[src/rtl/ilk_tx_settings.svh]
// ====================================================================
// build time settings for the lane transmit path: lane count,
// FIFO depth and per lane scrambler seeding
// ====================================================================

`ifndef ILK_TX_SETTINGS_SVH
`define ILK_TX_SETTINGS_SVH

// number of lanes in the bundle
// the striper and the bus types assume four words per beat
`define ILK_LANES 4

// depth of the beat FIFO in the striper and of each lane word FIFO
`define ILK_FIFO_DEPTH 4

// scrambler state loaded into lane 0 at reset
// must never be all zeros or the LFSR stalls
`define ILK_SCRAMBLER_SEED 58'h3c5_a96e_1f07_d2b4

// lane i starts from seed + i * step so that lanes carry
// uncorrelated keystreams even when they transmit the same words
`define ILK_SCRAMBLER_STEP 58'h0e5_3b71

`endif

[src/rtl/ilk_word_pkg.sv]
// ====================================================================
// protocol word formats: lane words, control word fields,
// sync headers and framed lane blocks
// ====================================================================

package ilk_word_pkg;

	// one word on its way to a lane, bit 64 set means control word
	typedef struct packed {
		logic        ctrl;
		logic [63:0] data;
	} lane_word_t;

	typedef enum logic [1:0] {
		CTRL_IDLE  = 2'd0, // filler when a lane has nothing to carry
		CTRL_BURST = 2'd1, // opens a burst on a channel
		CTRL_EOP   = 2'd2  // closes a packet
	} ctrl_type_t;

	// control payload, type field sits at the top of the word
	typedef struct packed {
		ctrl_type_t  kind;
		logic [7:0]  chan;
		logic [2:0]  eop_bytes; // bytes valid in the last data word, 0 means all 8
		logic [50:0] pad;
	} ctrl_word_t;

	typedef enum logic [1:0] {
		SYNC_DATA = 2'b01,
		SYNC_CTRL = 2'b10
	} sync_hdr_t;

	// 66 bit block as it leaves a lane, header is never scrambled
	typedef struct packed {
		sync_hdr_t   sync;
		logic [63:0] data;
	} lane_block_t;

	// builds a complete control lane word with zero padding
	function automatic lane_word_t ctrl_lane_word(ctrl_type_t kind, logic [7:0] chan,
		logic [2:0] eop_bytes);
		ctrl_word_t cw;
		cw = '{kind: kind, chan: chan, eop_bytes: eop_bytes, pad: '0};
		return '{ctrl: 1'b1, data: cw};
	endfunction

endpackage

[src/rtl/ilk_bus_pkg.sv]
// ====================================================================
// transfer bundles: the input beat, the row handed to the lanes
// and the framed row at the output
// ====================================================================

`include "ilk_tx_settings.svh"

package ilk_bus_pkg;

	// one beat from the packet source
	// words[0] is the most significant word and is sent first
	typedef struct packed {
		logic [0:3][63:0] words;
		logic [2:0]       count;     // valid words, 1 to 4, taken from words[0] upward
		logic [7:0]       chan;
		logic             sop;
		logic             eop;
		logic [2:0]       eop_bytes; // bytes valid in the last word when eop is set
	} tx_beat_t;

	// row[k] goes to lane k
	typedef ilk_word_pkg::lane_word_t [`ILK_LANES-1:0] lane_row_t;

	// one framed block per lane, same lane order as lane_row_t
	typedef ilk_word_pkg::lane_block_t [`ILK_LANES-1:0] out_row_t;

endpackage

[src/rtl/ilk_fifo.sv]
// ====================================================================
// synchronous FIFO with a type parameter for the payload
// ====================================================================

`timescale 1ns/1ps

module ilk_fifo #(
	parameter type payload_t = logic [7:0],
	parameter int  DEPTH     = 4
) (
	input  logic     clk,
	input  logic     rst,
	input  logic     push,
	input  payload_t wdata,
	input  logic     pop,
	output payload_t rdata,
	output logic     empty,
	output logic     full
);

	localparam int AW = (DEPTH > 1) ? $clog2(DEPTH) : 1;

	payload_t       mem [DEPTH];
	logic [AW-1:0]  wr_ptr;
	logic [AW-1:0]  rd_ptr;
	logic [AW:0]    count; // one bit wider so that DEPTH itself fits
	logic           do_push;
	logic           do_pop;

	assign do_push = push && !full; // a push into a full FIFO is dropped
	assign do_pop  = pop && !empty;
	assign empty   = (count == '0);
	assign full    = (count == (AW+1)'(DEPTH));
	assign rdata   = mem[rd_ptr]; // head entry, only meaningful while not empty

	always_ff @(posedge clk)
	begin
		if (rst)
		begin
			wr_ptr <= '0;
			rd_ptr <= '0;
			count  <= '0;
		end
		else
		begin
			// pointers wrap explicitly so DEPTH need not be a power of two
			if (do_push)
				wr_ptr <= (wr_ptr == AW'(DEPTH-1)) ? '0 : wr_ptr + 1'b1;
			if (do_pop)
				rd_ptr <= (rd_ptr == AW'(DEPTH-1)) ? '0 : rd_ptr + 1'b1;
			if (do_push && !do_pop)
				count <= count + 1'b1;
			else if (do_pop && !do_push)
				count <= count - 1'b1;
		end
	end

	always_ff @(posedge clk)
	begin
		if (do_push)
			mem[wr_ptr] <= wdata;
	end

endmodule

[src/rtl/ilk_tx_striper.sv]
// ====================================================================
// transmit striper: four phase input handshake, beat buffering and
// row generation with burst/eop control insertion and idle fill
// ====================================================================

`timescale 1ns/1ps
`include "ilk_tx_settings.svh"

module ilk_tx_striper (
	input  logic                   clk,
	input  logic                   rst,
	input  logic                   in_req,
	input  ilk_bus_pkg::tx_beat_t  in_beat,
	output logic                   in_ack,
	input  logic [`ILK_LANES-1:0]  lane_full,
	output ilk_bus_pkg::lane_row_t row,
	output logic                   row_push
);

	typedef enum logic {
		HS_IDLE, // waiting for a new request
		HS_ACK   // beat captured, holding ack until the source drops req
	} hs_state_t;

	typedef enum logic [1:0] {
		PH_SOP,  // burst control row, skipped when the head beat has no sop
		PH_DATA, // the data words themselves
		PH_EOP   // eop control row
	} phase_t;

	hs_state_t             hs_state;
	phase_t                phase;
	phase_t                cur_phase; // phase after skipping an absent sop row
	ilk_bus_pkg::tx_beat_t head;
	logic                  beat_push;
	logic                  beat_pop;
	logic                  beat_empty;
	logic                  beat_full;

	// the beat is written in the cycle req is seen, ack follows one cycle later
	assign beat_push = (hs_state == HS_IDLE) && in_req && !beat_full;
	assign in_ack    = (hs_state == HS_ACK);

	always_ff @(posedge clk)
	begin
		if (rst)
			hs_state <= HS_IDLE;
		else if (beat_push)
			hs_state <= HS_ACK;
		else if (hs_state == HS_ACK && !in_req)
			hs_state <= HS_IDLE; // source has released, ack drops next
	end

	ilk_fifo #(
		.payload_t (ilk_bus_pkg::tx_beat_t),
		.DEPTH     (`ILK_FIFO_DEPTH)
	) i_beat_fifo (
		.clk   (clk),
		.rst   (rst),
		.push  (beat_push),
		.wdata (in_beat),
		.pop   (beat_pop),
		.rdata (head),
		.empty (beat_empty),
		.full  (beat_full)
	);

	assign cur_phase = (phase == PH_SOP && !head.sop) ? PH_DATA : phase;

	// all lanes must have room, so every lane takes the same row in the same cycle
	assign row_push = !beat_empty && !(|lane_full);

	// the head beat leaves after its last row, data row or eop row
	assign beat_pop = row_push && (cur_phase == PH_EOP || (cur_phase == PH_DATA && !head.eop));

	always_ff @(posedge clk)
	begin
		if (rst)
			phase <= PH_SOP;
		else if (row_push)
		begin
			case (cur_phase)
				PH_SOP:  phase <= PH_DATA;
				PH_DATA: phase <= head.eop ? PH_EOP : PH_SOP;
				default: phase <= PH_SOP; // eop row done, next beat starts over
			endcase
		end
	end

	always_comb
	begin
		// every slot starts as idle and is overwritten where there is content
		for (int k = 0; k < `ILK_LANES; k++)
			row[k] = ilk_word_pkg::ctrl_lane_word(ilk_word_pkg::CTRL_IDLE, 8'd0, 3'd0);
		case (cur_phase)
			PH_SOP:
				row[0] = ilk_word_pkg::ctrl_lane_word(ilk_word_pkg::CTRL_BURST, head.chan, 3'd0);
			PH_EOP:
				row[0] = ilk_word_pkg::ctrl_lane_word(ilk_word_pkg::CTRL_EOP, head.chan,
					head.eop_bytes);
			default:
				for (int k = 0; k < `ILK_LANES; k++)
					if (k < int'(head.count))
						row[k] = '{ctrl: 1'b0, data: head.words[k]}; // word k to lane k
		endcase
	end

endmodule

[src/rtl/ilk_lane_tx.sv]
// ====================================================================
// single lane transmitter: word FIFO, x^58 + x^39 + 1 scrambler
// and 66 bit block framing with a two bit sync header
// ====================================================================

`timescale 1ns/1ps
`include "ilk_tx_settings.svh"

module ilk_lane_tx #(
	parameter logic [57:0] SEED = `ILK_SCRAMBLER_SEED
) (
	input  logic                      clk,
	input  logic                      rst,
	input  ilk_word_pkg::lane_word_t  word,
	input  logic                      word_push,
	output logic                      full,
	output ilk_word_pkg::lane_block_t blk,
	output logic                      blk_valid,
	input  logic                      blk_take
);

	ilk_word_pkg::lane_word_t head;
	logic                     empty;
	logic                     pop;
	logic [57:0]              lfsr;      // scrambler state, survives across words
	logic [57:0]              lfsr_next; // state after 64 steps
	logic [63:0]              scr_data;

	ilk_fifo #(
		.payload_t (ilk_word_pkg::lane_word_t),
		.DEPTH     (`ILK_FIFO_DEPTH)
	) i_word_fifo (
		.clk   (clk),
		.rst   (rst),
		.push  (word_push),
		.wdata (word),
		.pop   (pop),
		.rdata (head),
		.empty (empty),
		.full  (full)
	);

	// refill the output register when it is free or is being emptied this cycle
	assign pop = !empty && (!blk_valid || blk_take);

	// Fibonacci LFSR run 64 times, the first keystream bit covers data bit 63
	always_comb
	begin : scramble
		logic key;
		lfsr_next = lfsr;
		for (int i = 63; i >= 0; i--)
		begin
			key         = lfsr_next[57] ^ lfsr_next[38]; // taps for x^58 and x^39
			scr_data[i] = head.data[i] ^ key;
			lfsr_next   = {lfsr_next[56:0], key};
		end
	end

	always_ff @(posedge clk)
	begin
		if (rst)
		begin
			lfsr      <= SEED;
			blk_valid <= 1'b0;
		end
		else if (pop)
		begin
			lfsr      <= lfsr_next; // only advances when a word is really sent
			blk_valid <= 1'b1;
		end
		else if (blk_take)
			blk_valid <= 1'b0;
	end

	always_ff @(posedge clk)
	begin
		if (pop)
		begin
			blk.sync <= head.ctrl ? ilk_word_pkg::SYNC_CTRL : ilk_word_pkg::SYNC_DATA;
			blk.data <= scr_data;
		end
	end

endmodule

[src/rtl/ilk_lane_bundler.sv]
// ====================================================================
// lane bundler: gathers one block from every lane and hands the row
// out over a four phase req/ack handshake
// ====================================================================

`timescale 1ns/1ps
`include "ilk_tx_settings.svh"

module ilk_lane_bundler (
	input  logic                   clk,
	input  logic                   rst,
	input  ilk_bus_pkg::out_row_t  blk,
	input  logic [`ILK_LANES-1:0]  blk_valid,
	output logic                   blk_take,
	output ilk_bus_pkg::out_row_t  out_row,
	output logic                   out_req,
	input  logic                   out_ack
);

	typedef enum logic [1:0] {
		B_COLLECT, // waiting until every lane holds a block
		B_REQ,     // row presented, req high until ack arrives
		B_DROP     // req released, waiting for ack to fall
	} state_t;

	state_t state;

	// take from all lanes at once so the lanes never drift apart
	assign blk_take = (state == B_COLLECT) && (&blk_valid);
	assign out_req  = (state == B_REQ);

	always_ff @(posedge clk)
	begin
		if (rst)
			state <= B_COLLECT;
		else
		begin
			case (state)
				B_COLLECT:
					if (blk_take)
						state <= B_REQ; // req rises the cycle after the take
				B_REQ:
					if (out_ack)
						state <= B_DROP;
				default:
					if (!out_ack)
						state <= B_COLLECT; // handshake fully closed
			endcase
		end
	end

	// the row is held here for the whole handshake
	always_ff @(posedge clk)
	begin
		if (blk_take)
			out_row <= blk;
	end

endmodule

[src/rtl/ilk_tx_top.sv]
// ====================================================================
// transmit path top level: striper, one transmitter per lane
// and the output bundler
// ====================================================================

`timescale 1ns/1ps
`include "ilk_tx_settings.svh"

module ilk_tx_top (
	input  logic                  clk,
	input  logic                  rst,
	input  logic                  in_req,
	input  ilk_bus_pkg::tx_beat_t in_beat,
	output logic                  in_ack,
	output logic                  out_req,
	input  logic                  out_ack,
	output ilk_bus_pkg::out_row_t out_row
);

	ilk_bus_pkg::lane_row_t row;       // same row goes to every lane, each picks its word
	logic                   row_push;
	logic [`ILK_LANES-1:0]  lane_full;
	ilk_bus_pkg::out_row_t  blk;
	logic [`ILK_LANES-1:0]  blk_valid;
	logic                   blk_take;

	ilk_tx_striper i_striper (
		.clk       (clk),
		.rst       (rst),
		.in_req    (in_req),
		.in_beat   (in_beat),
		.in_ack    (in_ack),
		.lane_full (lane_full),
		.row       (row),
		.row_push  (row_push)
	);

	for (genvar i = 0; i < `ILK_LANES; i++)
	begin : g_lane
		// each lane starts its scrambler from a different point
		ilk_lane_tx #(
			.SEED (58'(`ILK_SCRAMBLER_SEED + i * `ILK_SCRAMBLER_STEP))
		) i_lane_tx (
			.clk       (clk),
			.rst       (rst),
			.word      (row[i]),
			.word_push (row_push),
			.full      (lane_full[i]),
			.blk       (blk[i]),
			.blk_valid (blk_valid[i]),
			.blk_take  (blk_take)
		);
	end

	ilk_lane_bundler i_bundler (
		.clk       (clk),
		.rst       (rst),
		.blk       (blk),
		.blk_valid (blk_valid),
		.blk_take  (blk_take),
		.out_row   (out_row),
		.out_req   (out_req),
		.out_ack   (out_ack)
	);

endmodule

[config.mk]
export PLATFORM = sky130hd
export DESIGN_NAME = ilk_tx_top
export DESIGN_NICKNAME = d
export VERILOG_FILES = /design/src/rtl/ilk_word_pkg.sv /design/src/rtl/ilk_bus_pkg.sv /design/src/rtl/ilk_fifo.sv /design/src/rtl/ilk_tx_striper.sv /design/src/rtl/ilk_lane_tx.sv /design/src/rtl/ilk_lane_bundler.sv /design/src/rtl/ilk_tx_top.sv
export VERILOG_INCLUDE_DIRS = /design/src /design/src/rtl
export SDC_FILE = /design/constraint.sdc
export NUM_CORES = 2
export LEC_CHECK = 0
export ABC_AREA = 1
export BUFFER_PORTS_ARGS = -buffer_cell sky130_fd_sc_hd__buf_4
export CORE_MARGIN = 1
export CORE_UTILIZATION = 30
export DETAILED_ROUTE_END_ITERATION = 8
export GPL_TIMING_DRIVEN = 0
export PLACE_DENSITY_LB_ADDON = 0.15
export SLEW_MARGIN = 25
export SYNTH_ARGS = -nofsm -noshare
export SYNTH_HDL_FRONTEND = slang
export SYNTH_HIERARCHICAL = 1
export SYNTH_SLANG_ARGS = --single-unit
[constraint.sdc]
create_clock -name clk -period 21.7 [get_ports clk]
set_input_delay 4.34 -clock clk [delete_from_list [all_inputs] [get_ports clk]]
set_output_delay 4.34 -clock clk [all_outputs]
set_load 0.02 [all_outputs]
* After elaboration in Yosys (flattened, before gate mapping) *
Memory sizes are Yosys's and may differ from the RTL's. A register that Yosys moved wholly into a read port is not among the register bits.
Index checks and enable logic that the tools add are counted.

operators by class
  add/subtract/negate cells = 20
  order comparisons = 4
  equal/unequal tests = 21
  muxes and demuxes = 64
  bitwise operators = 513
  reduce and logical (&&, ||, !) cells = 87

operators with widths
  cell                                                       number
  XOR 1 bit                                                  512
  2-to-1 mux 65 bit                                          4
  2-to-1 mux 195 bit                                         1
  one-hot mux 65 bit (2 select lines)                        1
  2-to-1 mux 2 bit                                           29
  logical AND 1 bit                                          32
  2-to-1 mux 3 bit                                           10
  logical NOT 1 bit                                          28
  equality test 2 bit, second input constant                 11
  adder 2 x 1 -> 2 bit, second input constant                10
  nonzero test 2 bit                                         10
  2-to-1 mux 1 bit                                           17
  adder 3 x 1 -> 3 bit, second input constant                5
  equality test 3 bit, second input constant                 5
  logical NOT 3 bit                                          5
  subtractor 3 x 1 -> 3 bit, second input constant           5
  one-hot mux 2 bit (2 select lines)                         2
  logical NOT 2 bit                                          3
  less-than comparator 1 x 3 -> 1 bit, first input constant  2
  less-than comparator 2 x 3 -> 1 bit, first input constant  2
  logical OR 1 bit                                           5
  equality test 2 x 1 -> 1 bit, second input constant        2
  AND reduction 4 bit                                        1
  OR reduction 4 bit                                         1
  other kinds (6)                                            6

word-level totals
  flip-flop bits (word level) = 804
  bits in writable memories = 2128
  input bits = 276
  output and inout port bits = 266
  word-level logic and storage cells = 756
  memories = 5

memory list
  name                                 words  width  rd ports  clocked after memory_dff  wr ports  line            source
  i_striper.i_beat_fifo.mem            4      272    1         1                         1         ilk_fifo.sv:23  payload_t mem [DEPTH];
  g_lane[0].i_lane_tx.i_word_fifo.mem  4      65     1         1                         1         ilk_fifo.sv:23
  g_lane[1].i_lane_tx.i_word_fifo.mem  4      65     1         1                         1         ilk_fifo.sv:23
  g_lane[2].i_lane_tx.i_word_fifo.mem  4      65     1         1                         1         ilk_fifo.sv:23
  g_lane[3].i_lane_tx.i_word_fifo.mem  4      65     1         1                         1         ilk_fifo.sv:23

* Depth between registers and ports, before layout *
  word-level depth = 11
  mapped depth = 20
  gate-level depth less buffers = 18

* Hierarchy *
Netlist, hierarchy kept.

modules (own cells, without submodules)
  module                                           times used  cells an instance  area each (µm²)  sequential area each (µm²)
  ilk_fifo at g_lane[0].i_lane_tx.i_word_fifo ...  4           700                10453.8          7987.7
  ilk_fifo at i_striper.i_beat_fifo                1           2701               40435.0          32851.5
  ilk_lane_bundler                                 1           281                8039.0           7967.6
  ilk_lane_tx at g_lane[1].i_lane_tx               1           679                5896.9           3163.0
  ilk_lane_tx at g_lane[0].i_lane_tx               1           686                5886.9           3163.0
  ilk_lane_tx at g_lane[3].i_lane_tx               1           679                5874.4           3163.0
  ilk_lane_tx at g_lane[2].i_lane_tx               1           685                5846.9           3163.0
  ilk_tx_striper                                   1           593                2386.0           60.1

* Worst setup path before layout *
OpenSTA, ideal clock, no wires.

  kind = input port to flip-flop
  start = input port in_req
  end = memory i_striper/i_beat_fifo/mem[0][0] in the netlist's numbering, enable pin
  setup time = 0.912 ns
  data arrival time = 16.128 ns
  required time = 20.788 ns
  slack = 4.661 ns
  stages on the path = 4
  buffers on the path = 0
  cells stage by stage = inv_1 -> nor3_1 -> nand2_1 -> nor2_1

on the way
  cells in the longest elaborated chain, start to end = 5

RTL lines
  element                                 line                  source
  start: declaration                      ilk_tx_top.sv:12      input logic in_req,
  logical AND 1 bit (2 in series)         ilk_tx_striper.sv:41  assign beat_push = (hs_state == HS_IDLE) && in_req && !beat_full;
  via i_striper.beat_push                 ilk_tx_striper.sv:35  logic beat_push;
  logical AND 1 bit                       ilk_fifo.sv:30        assign do_push = push && !full;
  2-to-1 mux 1 bit                        ilk_fifo.sv:60        if (do_push)
  2-to-1 mux 1 bit (not written as such)  ilk_fifo.sv:61        mem[wr_ptr] <= wdata;
  end: declaration                        ilk_fifo.sv:23

The timed path passes the listed nets, and every way through them passes these cells.

* Final worst setup path *
  start = input port in_req
  end = memory i_striper/i_beat_fifo/mem[0][140] in the netlist's numbering, enable pin

The elaborated chain is that of the path after synthesis.

==> out/qor.csv <==
metric,value,unit
status,"complete, but fails checks",
Clock Tree Buf Depth,4,
setup TNS,0,ns
# resized after CTS,0,
Final Max Tran Viols,0,
most common cell in the synthesized netlist,edfxtp_1,
area grow syn2layout,21.6,%
vias in the first global route,73100,
largest area contributor in the netlist,edfxtp_1,
minimum clock period,6.40,ns
Util after Layout,36.6,%
die height,624,microns
initial antenna violation count,82,
fmax,156,MHz
DRC,2,
WL per Instance,23.9,microns
Synth Area in Simple Gates,10.3,%
clock slew seen by the registers of the worst setup and hold paths,0.06,ns
top cell type's share of synthesized area,68.6,%
DR pass1 iterations,8,
Final WS setup,15.30,ns
"Setup Fix Bufs, Post-CTS",0,
Setup-failing EPs final,0,
Slew @ Worst Pin,1.03,ns
min-delay worst type,reg -> reg,
post-synthesis cell type count,37,
crit-path max FO,17,
clk_skew,0.0527,ns
Sink Count,2942,
Placer Congestion,0.848,
largest net degree at the start of global routing,88,
nets,10400,
Critical Path RT,22.30,ns
post-synthesis mux area share,0,%
worst vdd ir,89.5,uV
ys flop type,edfxtp_1,
Starting Density,30.1,%
Area contributors post-synth,"edfxtp_1 (69%), dfxtp_1 (4.9%), nor2_1 (4.4%)",
Post-Syn Area,116000,sq um
max cap viols,0,
Worst Path Buf+Inv,7,
leakage power,0.0518,uW
Synth Area in Adders,0.409,%
global route total overflow,0,
share of cells above drive strength 1,15.8,%
Vias/cell,4.72,
P per Cell Area,162,nW/um^2
io pins,542,
Compound-Gate Fraction of Synth Area,9.03,%
first-pass GRT wire length,527000,microns
dpl ws,14.31,ns
Fin. Hold Viols,0,
WP data arrival,7.00,ns
failing checks,DRC,
Iter 0 DRT Violations,5866,
#FFs+latches synth,2942,
Synth Instances,9104,
Placeable Area,386000,sq um
period utilization,29.5,%
Post-synth EDFFs,2656,
CP Class,in -> reg,
PortBufs,541,
DP Wirelength,263000,microns
"Seq/Total Area, Yosys",73.6,%
Post-Route WL,373000,microns
Slowest Stage Delay on Critical Path,0.55,ns
Worst Setup End Kind,flop,
Die X,624,microns
async set-reset flop share out of synthesis,0,%
Synth top cells by count,"edfxtp_1 (2656), nor2_1 (1365), nand2_1 (1070)",
Post-Syn Area per Cell,12.8,sq um
CTS tree,yes,
most frequent CP cell,buf_16,
"delay-heaviest family, CP",simple AND/OR/NAND/NOR gates,
H-tree levels,5,
xor and xnor area share after synthesis,2.18,%
Die Footprint,390000,sq um
CTS buffer count,338,
Worst path slowest cell,nor2_4,
CTS root buf,clkbuf_16,
post-route ant nets,0,
Post-Synthesis Net Count,9415,
crit path cell chain,buf_4 -> inv_1 -> nor3_2 -> nand2_1 -> nor2_4 -> buf_16 -> buf_16 -> buf_12 -> buf_16 -> buf_16,
startpoint types,input port,
Ys Warns,6,
routed via count,73600,
total power,22900,uW
Slew HR,30.3,%
Total GRT Usage,18.6,%
RSZ-0062 raised after global routing,false,
num rows,228,
largest family of logic cells by synthesized area,simple AND/OR/NAND/NOR gates,
# hold bufs at CTS,0,
worst skew pair latency,0.92,ns
routing by layer:
metal  track usage, %  vias to the layer above  wire [microns]
li1                 -                    34200               -
met1             24.7                    36800          162000
met2             31.6                     2044          181000
met3             2.79                      547           19600
met4             4.88                       18            9950
met5                0                        -             111
registers in the layout (all words and copies together), names as in the netlist, 3 cells and up, named ones only:
signal,cells
g_lane.i_lane_tx/i_word_fifo/wr_ptr,8
g_lane.i_lane_tx/i_word_fifo/mem,1040
g_lane.i_lane_tx/i_word_fifo/count,12
g_lane.i_lane_tx/i_word_fifo/rd_ptr,8
g_lane.i_lane_tx/lfsr,232
i_bundler/out_row,264
i_striper/i_beat_fifo/mem,1088
g_lane.i_lane_tx/blk_valid,4
i_striper/i_beat_fifo/count,3
g_lane.i_lane_tx/blk,264
area by class of cell:
cell class                      count  area (sq um)
Clock buffer                      401          8840
Antenna cell                       16          40.0
Multi-Input combinational cell   5030         25700
Fill cell                       37200        244000
Clock inverter                    206          1860
Tap cell                         5175          6470
Buffer                            449          2610
Sequential cell                  2942         85500
Timing Repair Buffer              685          7660
Inverter                          683          2610
placed cells by master (no fill, tap or decap), types with 18 or more instances in the layout:
master	count
a21oi_1	180
inv_1	664
ha_1	30
clkinv_1	76
edfxtp_1	2656
clkbuf_16	344
o21ai_0	953
xnor2_1	24
buf_4	573
buf_6	60
clkbuf_1	264
buf_2	126
inv_6	18
o22ai_1	451
nand3_1	288
nand2_1	1070
buf_16	101
buf_12	48
bufinv_16	26
clkinv_2	59
o21ai_2	20
o22ai_2	81
nor2_4	100
nand3b_1	47
xor2_1	265
nor2_1	1345
dfxtp_1	286
o21ai_1	142
logic make-up after synthesis:
logic type      after synthesis
compound gates             1839
xor+xnor                    289
fa+ha+maj                    35
buf+inv                    1132
flops                      2942
simple gates               2867
final timing paths:
path,start,end,slack (ns),depth (start not counted)
worst max-delay path,in_req,i_striper/i_beat_fifo/mem[0][140]$_DFFE_PP_,15.30,10
worst min-delay path,g_lane[2].i_lane_tx/blk[36]$_DFFE_PP_,i_bundler/out_row[168]$_DFFE_PP_,0.41,0
worst max register to register,g_lane[1].i_lane_tx/blk_valid$_SDFFE_PP0P_,g_lane[3].i_lane_tx/i_word_fifo/count[1]$_SDFFE_PP0P_,16.78,16
worst min register to register,g_lane[2].i_lane_tx/blk[36]$_DFFE_PP_,i_bundler/out_row[168]$_DFFE_PP_,0.41,0
per-stage QoR:
step | hold WS (ns) | area (sq um) | std cells
3_5_place_dp | 0.405 | 131000 | 15000
2_1_floorplan | 0.400 | 116000 | 9104
5_1_grt | 0.415 | 141000 | 15600
3_3_place_gp | 0.404 | 127000 | 14800
6_report | 0.414 | 141000 | 15600
4_1_cts | 0.416 | 141000 | 15600
report_power, final:
group          internal, uW  total, uW  leakage, uW  switching [uW]
logic                  2370       8440       0.0198            6070
clock network          3230       5550      0.00522            2330
registers              8370       8940       0.0268             569
No activity file was read; power rests on OpenSTA's default activity.
